`src/design/periph_pkg.sv`:
```
package periph_pkg;

    // ------------------------------------------------------------------------
    // Bus geometry
    // ------------------------------------------------------------------------
    localparam int ADDR_W   = 16;
    localparam int DATA_W   = 32;
    localparam int SLOT_LSB = 12;
    localparam int SLOT_W   = ADDR_W - SLOT_LSB;
    localparam int OFFS_LSB = 2;
    localparam int OFFS_W   = 4;

    localparam logic [DATA_W-1:0] ERR_RDATA = 32'hDEADBEEF;

    // Slots 2 to 15 are unmapped
    typedef enum logic [SLOT_W-1:0] {
        SLOT_PLIC  = 4'd0,
        SLOT_TIMER = 4'd1
    } slot_e;

    // ------------------------------------------------------------------------
    // Timer block
    // ------------------------------------------------------------------------
    localparam int NUM_TIMERS = 2;

    typedef enum logic [OFFS_W-1:0] {
        T0_CTRL    = 4'd0,
        T0_COUNT   = 4'd1,
        T0_COMPARE = 4'd2,
        T0_STATUS  = 4'd3,
        T1_CTRL    = 4'd4,
        T1_COUNT   = 4'd5,
        T1_COMPARE = 4'd6,
        T1_STATUS  = 4'd7
    } timer_reg_e;

    // ------------------------------------------------------------------------
    // Interrupt controller
    // ------------------------------------------------------------------------
    localparam int NUM_SOURCES = 4;
    localparam int ID_W        = 3;
    localparam int PRIO_W      = 3;

    // Id 0 means no interrupt
    localparam int SRC_EXT0   = 1;
    localparam int SRC_EXT1   = 2;
    localparam int SRC_TIMER0 = 3;
    localparam int SRC_TIMER1 = 4;

    typedef logic [ID_W-1:0] id_t;

    typedef enum logic [OFFS_W-1:0] {
        PLIC_PRIO1     = 4'd0,
        PLIC_PRIO2     = 4'd1,
        PLIC_PRIO3     = 4'd2,
        PLIC_PRIO4     = 4'd3,
        PLIC_ENABLE    = 4'd4,
        PLIC_THRESHOLD = 4'd5,
        PLIC_CLAIM     = 4'd6
    } plic_reg_e;

endpackage
```
`src/design/periph_top.sv`:
```
`timescale 1ns/1ps

module periph_top (
    input  logic                            clk_i,
    input  logic                            arst_n_i,
    // Request channel
    input  logic                            req_valid_i,
    output logic                            req_ready_o,
    input  logic                            req_write_i,
    input  logic [periph_pkg::ADDR_W-1:0]   req_addr_i,
    input  logic [periph_pkg::DATA_W-1:0]   req_wdata_i,
    // Response channel
    output logic                            rsp_valid_o,
    input  logic                            rsp_ready_i,
    output logic [periph_pkg::DATA_W-1:0]   rsp_rdata_o,
    output logic                            rsp_error_o,
    // Interrupts
    input  logic [1:0]                      irq_ext_i,
    output logic                            irq_o
);

    logic                                 plic_sel;
    logic                                 timer_sel;
    logic                                 bus_write;
    logic [periph_pkg::OFFS_W-1:0]        bus_offs;
    logic [periph_pkg::DATA_W-1:0]        bus_wdata;
    logic [periph_pkg::DATA_W-1:0]        plic_rdata;
    logic                                 plic_error;
    logic [periph_pkg::DATA_W-1:0]        timer_rdata;
    logic                                 timer_error;
    logic [periph_pkg::NUM_TIMERS-1:0]    timer_irq;
    logic [periph_pkg::NUM_SOURCES-1:0]   irq_src;

    // Source n sits at bit n-1
    assign irq_src[periph_pkg::SRC_EXT0-1]   = irq_ext_i[0];
    assign irq_src[periph_pkg::SRC_EXT1-1]   = irq_ext_i[1];
    assign irq_src[periph_pkg::SRC_TIMER0-1] = timer_irq[0];
    assign irq_src[periph_pkg::SRC_TIMER1-1] = timer_irq[1];

    periph_decoder i_decoder (
        .clk_i         ( clk_i       ),
        .arst_n_i      ( arst_n_i    ),
        .req_valid_i   ( req_valid_i ),
        .req_ready_o   ( req_ready_o ),
        .req_write_i   ( req_write_i ),
        .req_addr_i    ( req_addr_i  ),
        .req_wdata_i   ( req_wdata_i ),
        .rsp_valid_o   ( rsp_valid_o ),
        .rsp_ready_i   ( rsp_ready_i ),
        .rsp_rdata_o   ( rsp_rdata_o ),
        .rsp_error_o   ( rsp_error_o ),
        .plic_sel_o    ( plic_sel    ),
        .timer_sel_o   ( timer_sel   ),
        .bus_write_o   ( bus_write   ),
        .bus_offs_o    ( bus_offs    ),
        .bus_wdata_o   ( bus_wdata   ),
        .plic_rdata_i  ( plic_rdata  ),
        .plic_error_i  ( plic_error  ),
        .timer_rdata_i ( timer_rdata ),
        .timer_error_i ( timer_error )
    );

    periph_timer i_timer (
        .clk_i       ( clk_i       ),
        .arst_n_i    ( arst_n_i    ),
        .sel_i       ( timer_sel   ),
        .write_i     ( bus_write   ),
        .offs_i      ( bus_offs    ),
        .wdata_i     ( bus_wdata   ),
        .rdata_o     ( timer_rdata ),
        .error_o     ( timer_error ),
        .timer_irq_o ( timer_irq   )
    );

    periph_plic i_plic (
        .clk_i    ( clk_i      ),
        .arst_n_i ( arst_n_i   ),
        .sel_i    ( plic_sel   ),
        .write_i  ( bus_write  ),
        .offs_i   ( bus_offs   ),
        .wdata_i  ( bus_wdata  ),
        .rdata_o  ( plic_rdata ),
        .error_o  ( plic_error ),
        .src_i    ( irq_src    ),
        .irq_o    ( irq_o      )
    );

endmodule

```
`src/design/periph_plic.sv`:
```
`timescale 1ns/1ps

module periph_plic (
    input  logic                                clk_i,
    input  logic                                arst_n_i,
    input  logic                                sel_i,
    input  logic                                write_i,
    input  logic [periph_pkg::OFFS_W-1:0]       offs_i,
    input  logic [periph_pkg::DATA_W-1:0]       wdata_i,
    output logic [periph_pkg::DATA_W-1:0]       rdata_o,
    output logic                                error_o,
    input  logic [periph_pkg::NUM_SOURCES-1:0]  src_i,
    output logic                                irq_o
);

    logic [periph_pkg::PRIO_W-1:0]              prio_q [periph_pkg::NUM_SOURCES];
    logic [periph_pkg::NUM_SOURCES-1:0]         enable_q;
    logic [periph_pkg::PRIO_W-1:0]              threshold_q;
    logic [periph_pkg::NUM_SOURCES-1:0]         pending_q;
    logic [periph_pkg::NUM_SOURCES-1:0]         in_service_q;

    logic [$clog2(periph_pkg::NUM_SOURCES)-1:0] prio_idx;
    logic                                       wr_prio;
    logic                                       wr_enable;
    logic                                       wr_threshold;
    logic                                       claim_rd;
    logic                                       complete_wr;
    logic [periph_pkg::NUM_SOURCES-1:0]         claim_hit;
    logic [periph_pkg::NUM_SOURCES-1:0]         complete_mask;
    periph_pkg::id_t                            best_id;
    logic [periph_pkg::PRIO_W-1:0]              best_prio;

    assign prio_idx = offs_i[$clog2(periph_pkg::NUM_SOURCES)-1:0];
    assign irq_o    = (best_id != '0);

    // ------------------------------------------------------------------------
    // Arbiter
    // ------------------------------------------------------------------------
    always_comb begin
        best_id   = '0;
        best_prio = threshold_q;
        // Strict compare keeps ties on the lowest id and masks priority 0
        for (int i = 0; i < periph_pkg::NUM_SOURCES; i++) begin
            if (pending_q[i] && enable_q[i] && prio_q[i] > best_prio) begin
                best_id   = periph_pkg::id_t'(i + 1);
                best_prio = prio_q[i];
            end
        end
    end

    always_comb begin
        for (int i = 0; i < periph_pkg::NUM_SOURCES; i++) begin
            claim_hit[i]     = claim_rd && (best_id == periph_pkg::id_t'(i + 1));
            complete_mask[i] = complete_wr &&
                               (wdata_i[periph_pkg::ID_W-1:0] == periph_pkg::id_t'(i + 1));
        end
    end

    // ------------------------------------------------------------------------
    // Register decode
    // ------------------------------------------------------------------------
    always_comb begin
        rdata_o      = '0;
        error_o      = 1'b0;
        wr_prio      = 1'b0;
        wr_enable    = 1'b0;
        wr_threshold = 1'b0;
        claim_rd     = 1'b0;
        complete_wr  = 1'b0;
        case (periph_pkg::plic_reg_e'(offs_i))
            periph_pkg::PLIC_PRIO1, periph_pkg::PLIC_PRIO2,
            periph_pkg::PLIC_PRIO3, periph_pkg::PLIC_PRIO4: begin
                rdata_o[periph_pkg::PRIO_W-1:0] = prio_q[prio_idx];
                wr_prio = sel_i && write_i;
            end
            periph_pkg::PLIC_ENABLE: begin
                rdata_o[periph_pkg::NUM_SOURCES-1:0] = enable_q;
                wr_enable = sel_i && write_i;
            end
            periph_pkg::PLIC_THRESHOLD: begin
                rdata_o[periph_pkg::PRIO_W-1:0] = threshold_q;
                wr_threshold = sel_i && write_i;
            end
            periph_pkg::PLIC_CLAIM: begin
                rdata_o[periph_pkg::ID_W-1:0] = best_id;
                claim_rd    = sel_i && !write_i;
                complete_wr = sel_i && write_i;
            end
            default: error_o = 1'b1;
        endcase
    end

    always_ff @(posedge clk_i or negedge arst_n_i) begin
        if (!arst_n_i) begin
            enable_q    <= '0;
            threshold_q <= '0;
            for (int i = 0; i < periph_pkg::NUM_SOURCES; i++) begin
                prio_q[i] <= '0;
            end
        end else begin
            if (wr_prio) begin
                prio_q[prio_idx] <= wdata_i[periph_pkg::PRIO_W-1:0];
            end
            if (wr_enable) begin
                enable_q <= wdata_i[periph_pkg::NUM_SOURCES-1:0];
            end
            if (wr_threshold) begin
                threshold_q <= wdata_i[periph_pkg::PRIO_W-1:0];
            end
        end
    end

    // ------------------------------------------------------------------------
    // Level gateways
    // ------------------------------------------------------------------------
    always_ff @(posedge clk_i or negedge arst_n_i) begin
        if (!arst_n_i) begin
            pending_q    <= '0;
            in_service_q <= '0;
        end else begin
            pending_q    <= src_i & ~in_service_q & ~claim_hit;
            in_service_q <= (in_service_q | claim_hit) & ~complete_mask;
        end
    end

endmodule

```
`src/design/periph_timer.sv`:
```
`timescale 1ns/1ps

module periph_timer (
    input  logic                                clk_i,
    input  logic                                arst_n_i,
    input  logic                                sel_i,
    input  logic                                write_i,
    input  logic [periph_pkg::OFFS_W-1:0]       offs_i,
    input  logic [periph_pkg::DATA_W-1:0]       wdata_i,
    output logic [periph_pkg::DATA_W-1:0]       rdata_o,
    output logic                                error_o,
    output logic [periph_pkg::NUM_TIMERS-1:0]   timer_irq_o
);

    logic [periph_pkg::NUM_TIMERS-1:0]  enable_q;
    logic [periph_pkg::NUM_TIMERS-1:0]  flag_q;
    logic [periph_pkg::DATA_W-1:0]      count_q   [periph_pkg::NUM_TIMERS];
    logic [periph_pkg::DATA_W-1:0]      compare_q [periph_pkg::NUM_TIMERS];

    logic                               tmr_idx;
    logic                               do_write;
    logic                               wr_ctrl;
    logic                               wr_count;
    logic                               wr_compare;
    logic                               wr_status;

    // Four registers per timer
    assign tmr_idx  = offs_i[2];
    assign do_write = sel_i && write_i;

    assign timer_irq_o = flag_q;

    // ------------------------------------------------------------------------
    // Register decode
    // ------------------------------------------------------------------------
    always_comb begin
        rdata_o    = '0;
        error_o    = 1'b0;
        wr_ctrl    = 1'b0;
        wr_count   = 1'b0;
        wr_compare = 1'b0;
        wr_status  = 1'b0;
        case (periph_pkg::timer_reg_e'(offs_i))
            periph_pkg::T0_CTRL, periph_pkg::T1_CTRL: begin
                rdata_o[0] = enable_q[tmr_idx];
                wr_ctrl    = do_write;
            end
            periph_pkg::T0_COUNT, periph_pkg::T1_COUNT: begin
                rdata_o  = count_q[tmr_idx];
                wr_count = do_write;
            end
            periph_pkg::T0_COMPARE, periph_pkg::T1_COMPARE: begin
                rdata_o    = compare_q[tmr_idx];
                wr_compare = do_write;
            end
            periph_pkg::T0_STATUS, periph_pkg::T1_STATUS: begin
                rdata_o[0] = flag_q[tmr_idx];
                wr_status  = do_write;
            end
            default: error_o = 1'b1;
        endcase
    end

    // ------------------------------------------------------------------------
    // Counters
    // ------------------------------------------------------------------------
    always_ff @(posedge clk_i or negedge arst_n_i) begin
        if (!arst_n_i) begin
            enable_q <= '0;
            flag_q   <= '0;
            for (int t = 0; t < periph_pkg::NUM_TIMERS; t++) begin
                count_q[t]   <= '0;
                compare_q[t] <= '0;
            end
        end else begin
            for (int t = 0; t < periph_pkg::NUM_TIMERS; t++) begin
                // Write-one-to-clear first so a match on the same edge wins
                if (wr_status && int'(tmr_idx) == t && wdata_i[0]) begin
                    flag_q[t] <= 1'b0;
                end
                if (enable_q[t]) begin
                    if (count_q[t] == compare_q[t]) begin
                        count_q[t] <= '0;
                        flag_q[t]  <= 1'b1;
                    end else begin
                        count_q[t] <= count_q[t] + 1'b1;
                    end
                end
                if (wr_count && int'(tmr_idx) == t) begin
                    count_q[t] <= wdata_i;
                end
                if (wr_compare && int'(tmr_idx) == t) begin
                    compare_q[t] <= wdata_i;
                end
                if (wr_ctrl && int'(tmr_idx) == t) begin
                    enable_q[t] <= wdata_i[0];
                end
            end
        end
    end

endmodule

```
`src/design/periph_decoder.sv`:
```
`timescale 1ns/1ps

module periph_decoder (
    input  logic                            clk_i,
    input  logic                            arst_n_i,
    input  logic                            req_valid_i,
    output logic                            req_ready_o,
    input  logic                            req_write_i,
    input  logic [periph_pkg::ADDR_W-1:0]   req_addr_i,
    input  logic [periph_pkg::DATA_W-1:0]   req_wdata_i,
    output logic                            rsp_valid_o,
    input  logic                            rsp_ready_i,
    output logic [periph_pkg::DATA_W-1:0]   rsp_rdata_o,
    output logic                            rsp_error_o,
    output logic                            plic_sel_o,
    output logic                            timer_sel_o,
    output logic                            bus_write_o,
    output logic [periph_pkg::OFFS_W-1:0]   bus_offs_o,
    output logic [periph_pkg::DATA_W-1:0]   bus_wdata_o,
    input  logic [periph_pkg::DATA_W-1:0]   plic_rdata_i,
    input  logic                            plic_error_i,
    input  logic [periph_pkg::DATA_W-1:0]   timer_rdata_i,
    input  logic                            timer_error_i
);

    typedef enum logic {
        IDLE,
        RESP
    } state_e;

    state_e                           state_q;
    logic                             accept;
    logic [periph_pkg::SLOT_W-1:0]    slot;
    logic [periph_pkg::DATA_W-1:0]    rdata_d;
    logic                             error_d;

    assign req_ready_o = (state_q == IDLE);
    assign rsp_valid_o = (state_q == RESP);
    assign accept      = req_valid_i && req_ready_o;

    assign slot        = req_addr_i[periph_pkg::ADDR_W-1:periph_pkg::SLOT_LSB];
    assign bus_offs_o  = req_addr_i[periph_pkg::OFFS_LSB +: periph_pkg::OFFS_W];
    assign bus_write_o = req_write_i;
    assign bus_wdata_o = req_wdata_i;

    // Select strobes last only for the accept cycle
    assign plic_sel_o  = accept && (slot == periph_pkg::SLOT_PLIC);
    assign timer_sel_o = accept && (slot == periph_pkg::SLOT_TIMER);

    // ------------------------------------------------------------------------
    // Response mux
    // ------------------------------------------------------------------------
    always_comb begin
        case (slot)
            periph_pkg::SLOT_PLIC: begin
                rdata_d = plic_rdata_i;
                error_d = plic_error_i;
            end
            periph_pkg::SLOT_TIMER: begin
                rdata_d = timer_rdata_i;
                error_d = timer_error_i;
            end
            default: begin
                rdata_d = periph_pkg::ERR_RDATA;
                error_d = 1'b1;
            end
        endcase
        // Writes return zero data
        if (req_write_i) begin
            rdata_d = '0;
        end
    end

    always_ff @(posedge clk_i or negedge arst_n_i) begin
        if (!arst_n_i) begin
            state_q <= IDLE;
        end else begin
            case (state_q)
                IDLE: if (accept) state_q <= RESP;
                RESP: if (rsp_ready_i) state_q <= IDLE;
                default: state_q <= IDLE;
            endcase
        end
    end

    // Held stable while the response waits
    always_ff @(posedge clk_i) begin
        if (accept) begin
            rsp_rdata_o <= rdata_d;
            rsp_error_o <= error_d;
        end
    end

endmodule

```
`config.mk`:
```
export PLATFORM = sky130hd
export DESIGN_NAME = periph_top
export DESIGN_NICKNAME = d
export VERILOG_FILES = /design/src/design/periph_pkg.sv /design/src/design/periph_top.sv /design/src/design/periph_plic.sv /design/src/design/periph_timer.sv /design/src/design/periph_decoder.sv
export SDC_FILE = /design/constraint.sdc
export NUM_CORES = 1
export LEC_CHECK = 0
export ABC_AREA = 1
export BUFFER_PORTS_ARGS = -buffer_cell sky130_fd_sc_hd__buf_2
export CAP_MARGIN = 5
export CORE_ASPECT_RATIO = 1.1
export CORE_MARGIN = 4
export CORE_UTILIZATION = 45
export CTS_BUF_LIST = sky130_fd_sc_hd__clkbuf_2
export DETAILED_ROUTE_END_ITERATION = 16
export PLACE_DENSITY_LB_ADDON = 0.2
export SYNTH_ARGS = -nofsm -noshare
export SYNTH_HDL_FRONTEND = slang
export SYNTH_HIERARCHICAL = 1
export SYNTH_SLANG_ARGS = --single-unit
```
`constraint.sdc`:
```
create_clock -name clk_i -period 6.9 [get_ports clk_i]
set_input_delay 1.725 -clock clk_i [delete_from_list [all_inputs] [get_ports clk_i]]
set_output_delay 1.725 -clock clk_i [all_outputs]
set_load 0.02 [all_outputs]
```
==> results_dict.tcl <==
set metrics [dict create \
    wl_per_cell_um 19.3 \
    final_hold_viol_count 0 \
    antenna_left 0 \
    grt_max_degree 72 \
    cts_max_level 4 \
    p_seq_share_pct 55.8 \
    rsz0062_at_grt "yes" \
    cts_buffers 17 \
    track_usage_pct 26.3 \
    synth.avg_cell_area_sq_um 7.35 \
    core_sq_um 29000 \
    whs_path_depth 1 \
    ir_worst_vdd_mv 0.0941 \
    drcViolationCount 0 \
    globalRouteOverflowTotal 0 \
    fmax_ghz 0.152 \
    place_inst 2158 \
    critical_path_peak_fanout 6 \
    wl_um 43000 \
    synth_edf_count 33 \
    p_clk_share_pct 25.6 \
    vias_per_cell 5.46 \
    p_int_w 0.00146 \
    rows 65 \
    cts_buffer_depth 2 \
    worstPathRequired_ps 5180 \
    grt_pass1_wl_um 65500 \
    r2r_end "i_decoder/rsp_rdata_o[2]" \
    drive_above_1_share_pct 13.0 \
    synthArstFlopShare_pct 82.9 \
    ys.flop_type "dfrtp_1" \
    synth.mux.area_fraction_pct 0.0844 \
    hpwl_um 31800 \
    worstSkewPairLatency_ps 830 \
    p_leak_nw 6.35 \
    layout_common_cells "509 x nand2_1, 205 x inv_1, 160 x dfrtp_1, 150 x nor2_1, 83 x nand3_1" \
    cp.arrival_ps 4850 \
    ys_ff_latch 193 \
    numPortBuffers 82 \
    die_w_um 172 \
    swShare_pct 34.8 \
    finalSetupViolations 0 \
    tightest_slew_ps 1200 \
    clock_skew_ps 48.6 \
    synth-simple-area-share_pct 27.9 \
    grt_pass1_vias 11500 \
    die_h_um 189 \
    min_from "i_plic/in_service_q[1]" \
    cp-start-kind "flop" \
    io_pins 91 \
    synth-compound-area-share_pct 14.3 \
    period_needed_ps 6570 \
    syn_to_final_growth_pct 4.90 \
    start_util_pct 46.1 \
    final_common_cell "nand2_1" \
    r2r_start "i_plic/threshold_q[0]" \
    worstRegToRegCells 47 \
    reg2reg_slack_ps 350 \
    stdcell_count 2225 \
    fillers 3019 \
    syn-cell-area_sq_um 13300 \
    drt_first_pass_iters 5 \
    clock-sinks 193 \
    hold_path_class "flop to flop" \
    post-route-period-util_pct 95.2 \
    ys_seq_area_share_pct 37.4 \
    root_buffer "clkbuf_2" \
    synth_top_family_by_area "simple AND/OR/NAND/NOR gates" \
    drv_slew 0 \
    end_kind "output pin" \
    synthTopCellsByArea "dfrtp_1 30%, nand2_1 14%, edfxtp_1 7.4%, inv_1 5.8%, nor2_1 4.2%" \
    path_clk_slew_ps 280 \
    slew_headroom_pct 19.6 \
    path_class "flop to output pin" \
    hold-path-endpoint "i_plic/pending_q[1]" \
    worst_hold_slack_ps 453 \
    syn_inst 1814 \
    synth_xor_area_share_pct 5.84 \
    synthDominantCellAreaShare_pct 30.0 \
    synth_area_leader_cell "dfrtp_1" \
    cts_tree "done" \
    nets 1909 \
    switchingPower_w 0.000780 \
    antenna_found_initial 1 \
    vias 12100 \
    status "complete, no violations" \
    finalPower_w 0.00224 \
    power-per-cell-area_nw_per_um2 160 \
    first_iter_violations 1161 \
    synth_cell_type_count 57 \
    place_congestion 0.960 \
    yosys.area_share.adder_pct 1.13 \
    pwr-share-comb_pct 18.6 \
    drv_cap 0 \
    fp.dieArea_sq_um 32500 \
    yosysWarnings 6 \
]
-- stage by stage --
step                      worst slack, ps  TNS, ps  util [%]  instance area (sq um)
after floorplan                      1210        0         -                  13400
after CTS                            42.4        0      47.7                  13800
after global placement                719        0      46.4                  13400
final                                 330        0      48.3                  14000
after global routing                -83.4     -150      48.3                  14000
after detailed placement              634        0      46.4                  13400
-- Yosys cell counts, drive strengths merged, types with 2 or more instances --
cell type	instances
o21bai	43
clkbuf	30
nand2	529
nor3b	2
nand3	93
o21ai	114
a31oi	2
a22o	8
nor3	13
o31ai	4
edfxtp	33
and3	2
dfrtp	160
a221oi	2
inv	222
a21oi	38
nor2	175
nor4	5
nand4	29
xnor2	54
a32o	23
a22oi	2
buf	108
xor2	35
ha	12
o22ai	64
-- kinds of logic (layout without fill, tap and decap cells) --
family,count (synthesis),after routing
and+or+nand+nor,851,851
buffers and inverters,362,376
AOI/OAI and AO/OA,305,305
DFF,193,193
xor gates and xnor gates,89,89
adders and majority gates,12,12
other,1,30
muxes,1,1
-- worst max path at each step --
stage,from,slack [ps],cells after the start,endpoint
floorplan,i_plic/threshold_q[2],1210,26,irq_o
global placement,i_plic/threshold_q[2],720,27,irq_o
detailed placement,i_plic/threshold_q[2],630,27,irq_o
CTS,i_plic/threshold_q[2],40,27,irq_o
global route,i_plic/threshold_q[0],-80,27,irq_o
finish,i_plic/threshold_q[0],330,27,irq_o
-- layer usage --
layer  track usage (%)  vias to the layer above  wire length, um
met3              3.55                       99             2830
met2              42.5                      489            20100
met5                 0                        -                0
met1              34.7                     5695            18000
li1                  -                     5855                -
met4              12.4                        0             2100
-- layout make-up --
type                    instances  area (sq um)  share of cell area, %
multi-input cells            1286          6750                   48.2
flip-flops and latches        193          4990                   35.7
inverters                     223           840                   6.00
repair buffers                121           719                   5.14
well taps                     368           460                   3.29
clock inverters                14           131                  0.939
clock buffers                  18          90.1                  0.644
diodes                          2          5.00                 0.0358
-- repair_timing --
| item | 4_1_cts | 5_1_grt |
|---|---|---|
| buffers inserted | 24 | 10 |
| setup endpoints to repair | 1 | 8 |
| hold buffers | 0 | 0 |
| pin swaps | 2 | 26 |
| gates resized for setup | 2 | 26 |
| gates cloned | 0 | 0 |
| endpoints found under the hold margin | 0 | 0 |
-- state kept, by name, indices dropped and copies added (netlist names), 2 cells and up --
| signal | flops |
|---|---|
| i_plic/in_service_q | 4 |
| i_timer/timer_irq_o | 2 |
| i_plic/prio_q | 12 |
| i_plic/threshold_q | 3 |
| i_timer/enable_q | 2 |
| i_decoder/rsp_rdata_o | 32 |
| i_plic/enable_q | 4 |
| i_plic/pending_q | 4 |
| i_timer/compare_q | 64 |
| i_timer/count_q | 64 |
-- power by group through the flow --
stage | Sequential [W] | Clock, W | Combinational [W]
CTS | 0.00125 | 0.000592 | 0.000410
global route | 0.00126 | 0.000633 | 0.000457
finish | 0.00125 | 0.000573 | 0.000416
global placement | 0.00127 | 0 | 0.000402
floorplan | 0.00127 | 0 | 0.000277
detailed placement | 0.00127 | 0 | 0.000407
-- worst max-delay path, stage by stage, from the launching register on --
cell and delay [ps]:
dfrtp_1 490, ha_1 310, nand3_1 70, nand2_1 70
inv_2 90, nand2_4 80, nand2_2 60, o21ai_2 60
ha_1 310, o21ai_2 160, nand3_2 80, nand3_2 90
nand2_4 80, nand3_2 80, o21ai_2 70, ha_1 300
nand2_1 60, o21ai_2 170, nand4_4 150, buf_4 180
nand2_1 60, o21ai_1 70, ha_1 280, nand3_1 70
nand4_1 210, nand2_1 170, nand3_2 100, buf_6 140
Note: power is estimated with default switching activity, not from simulation.
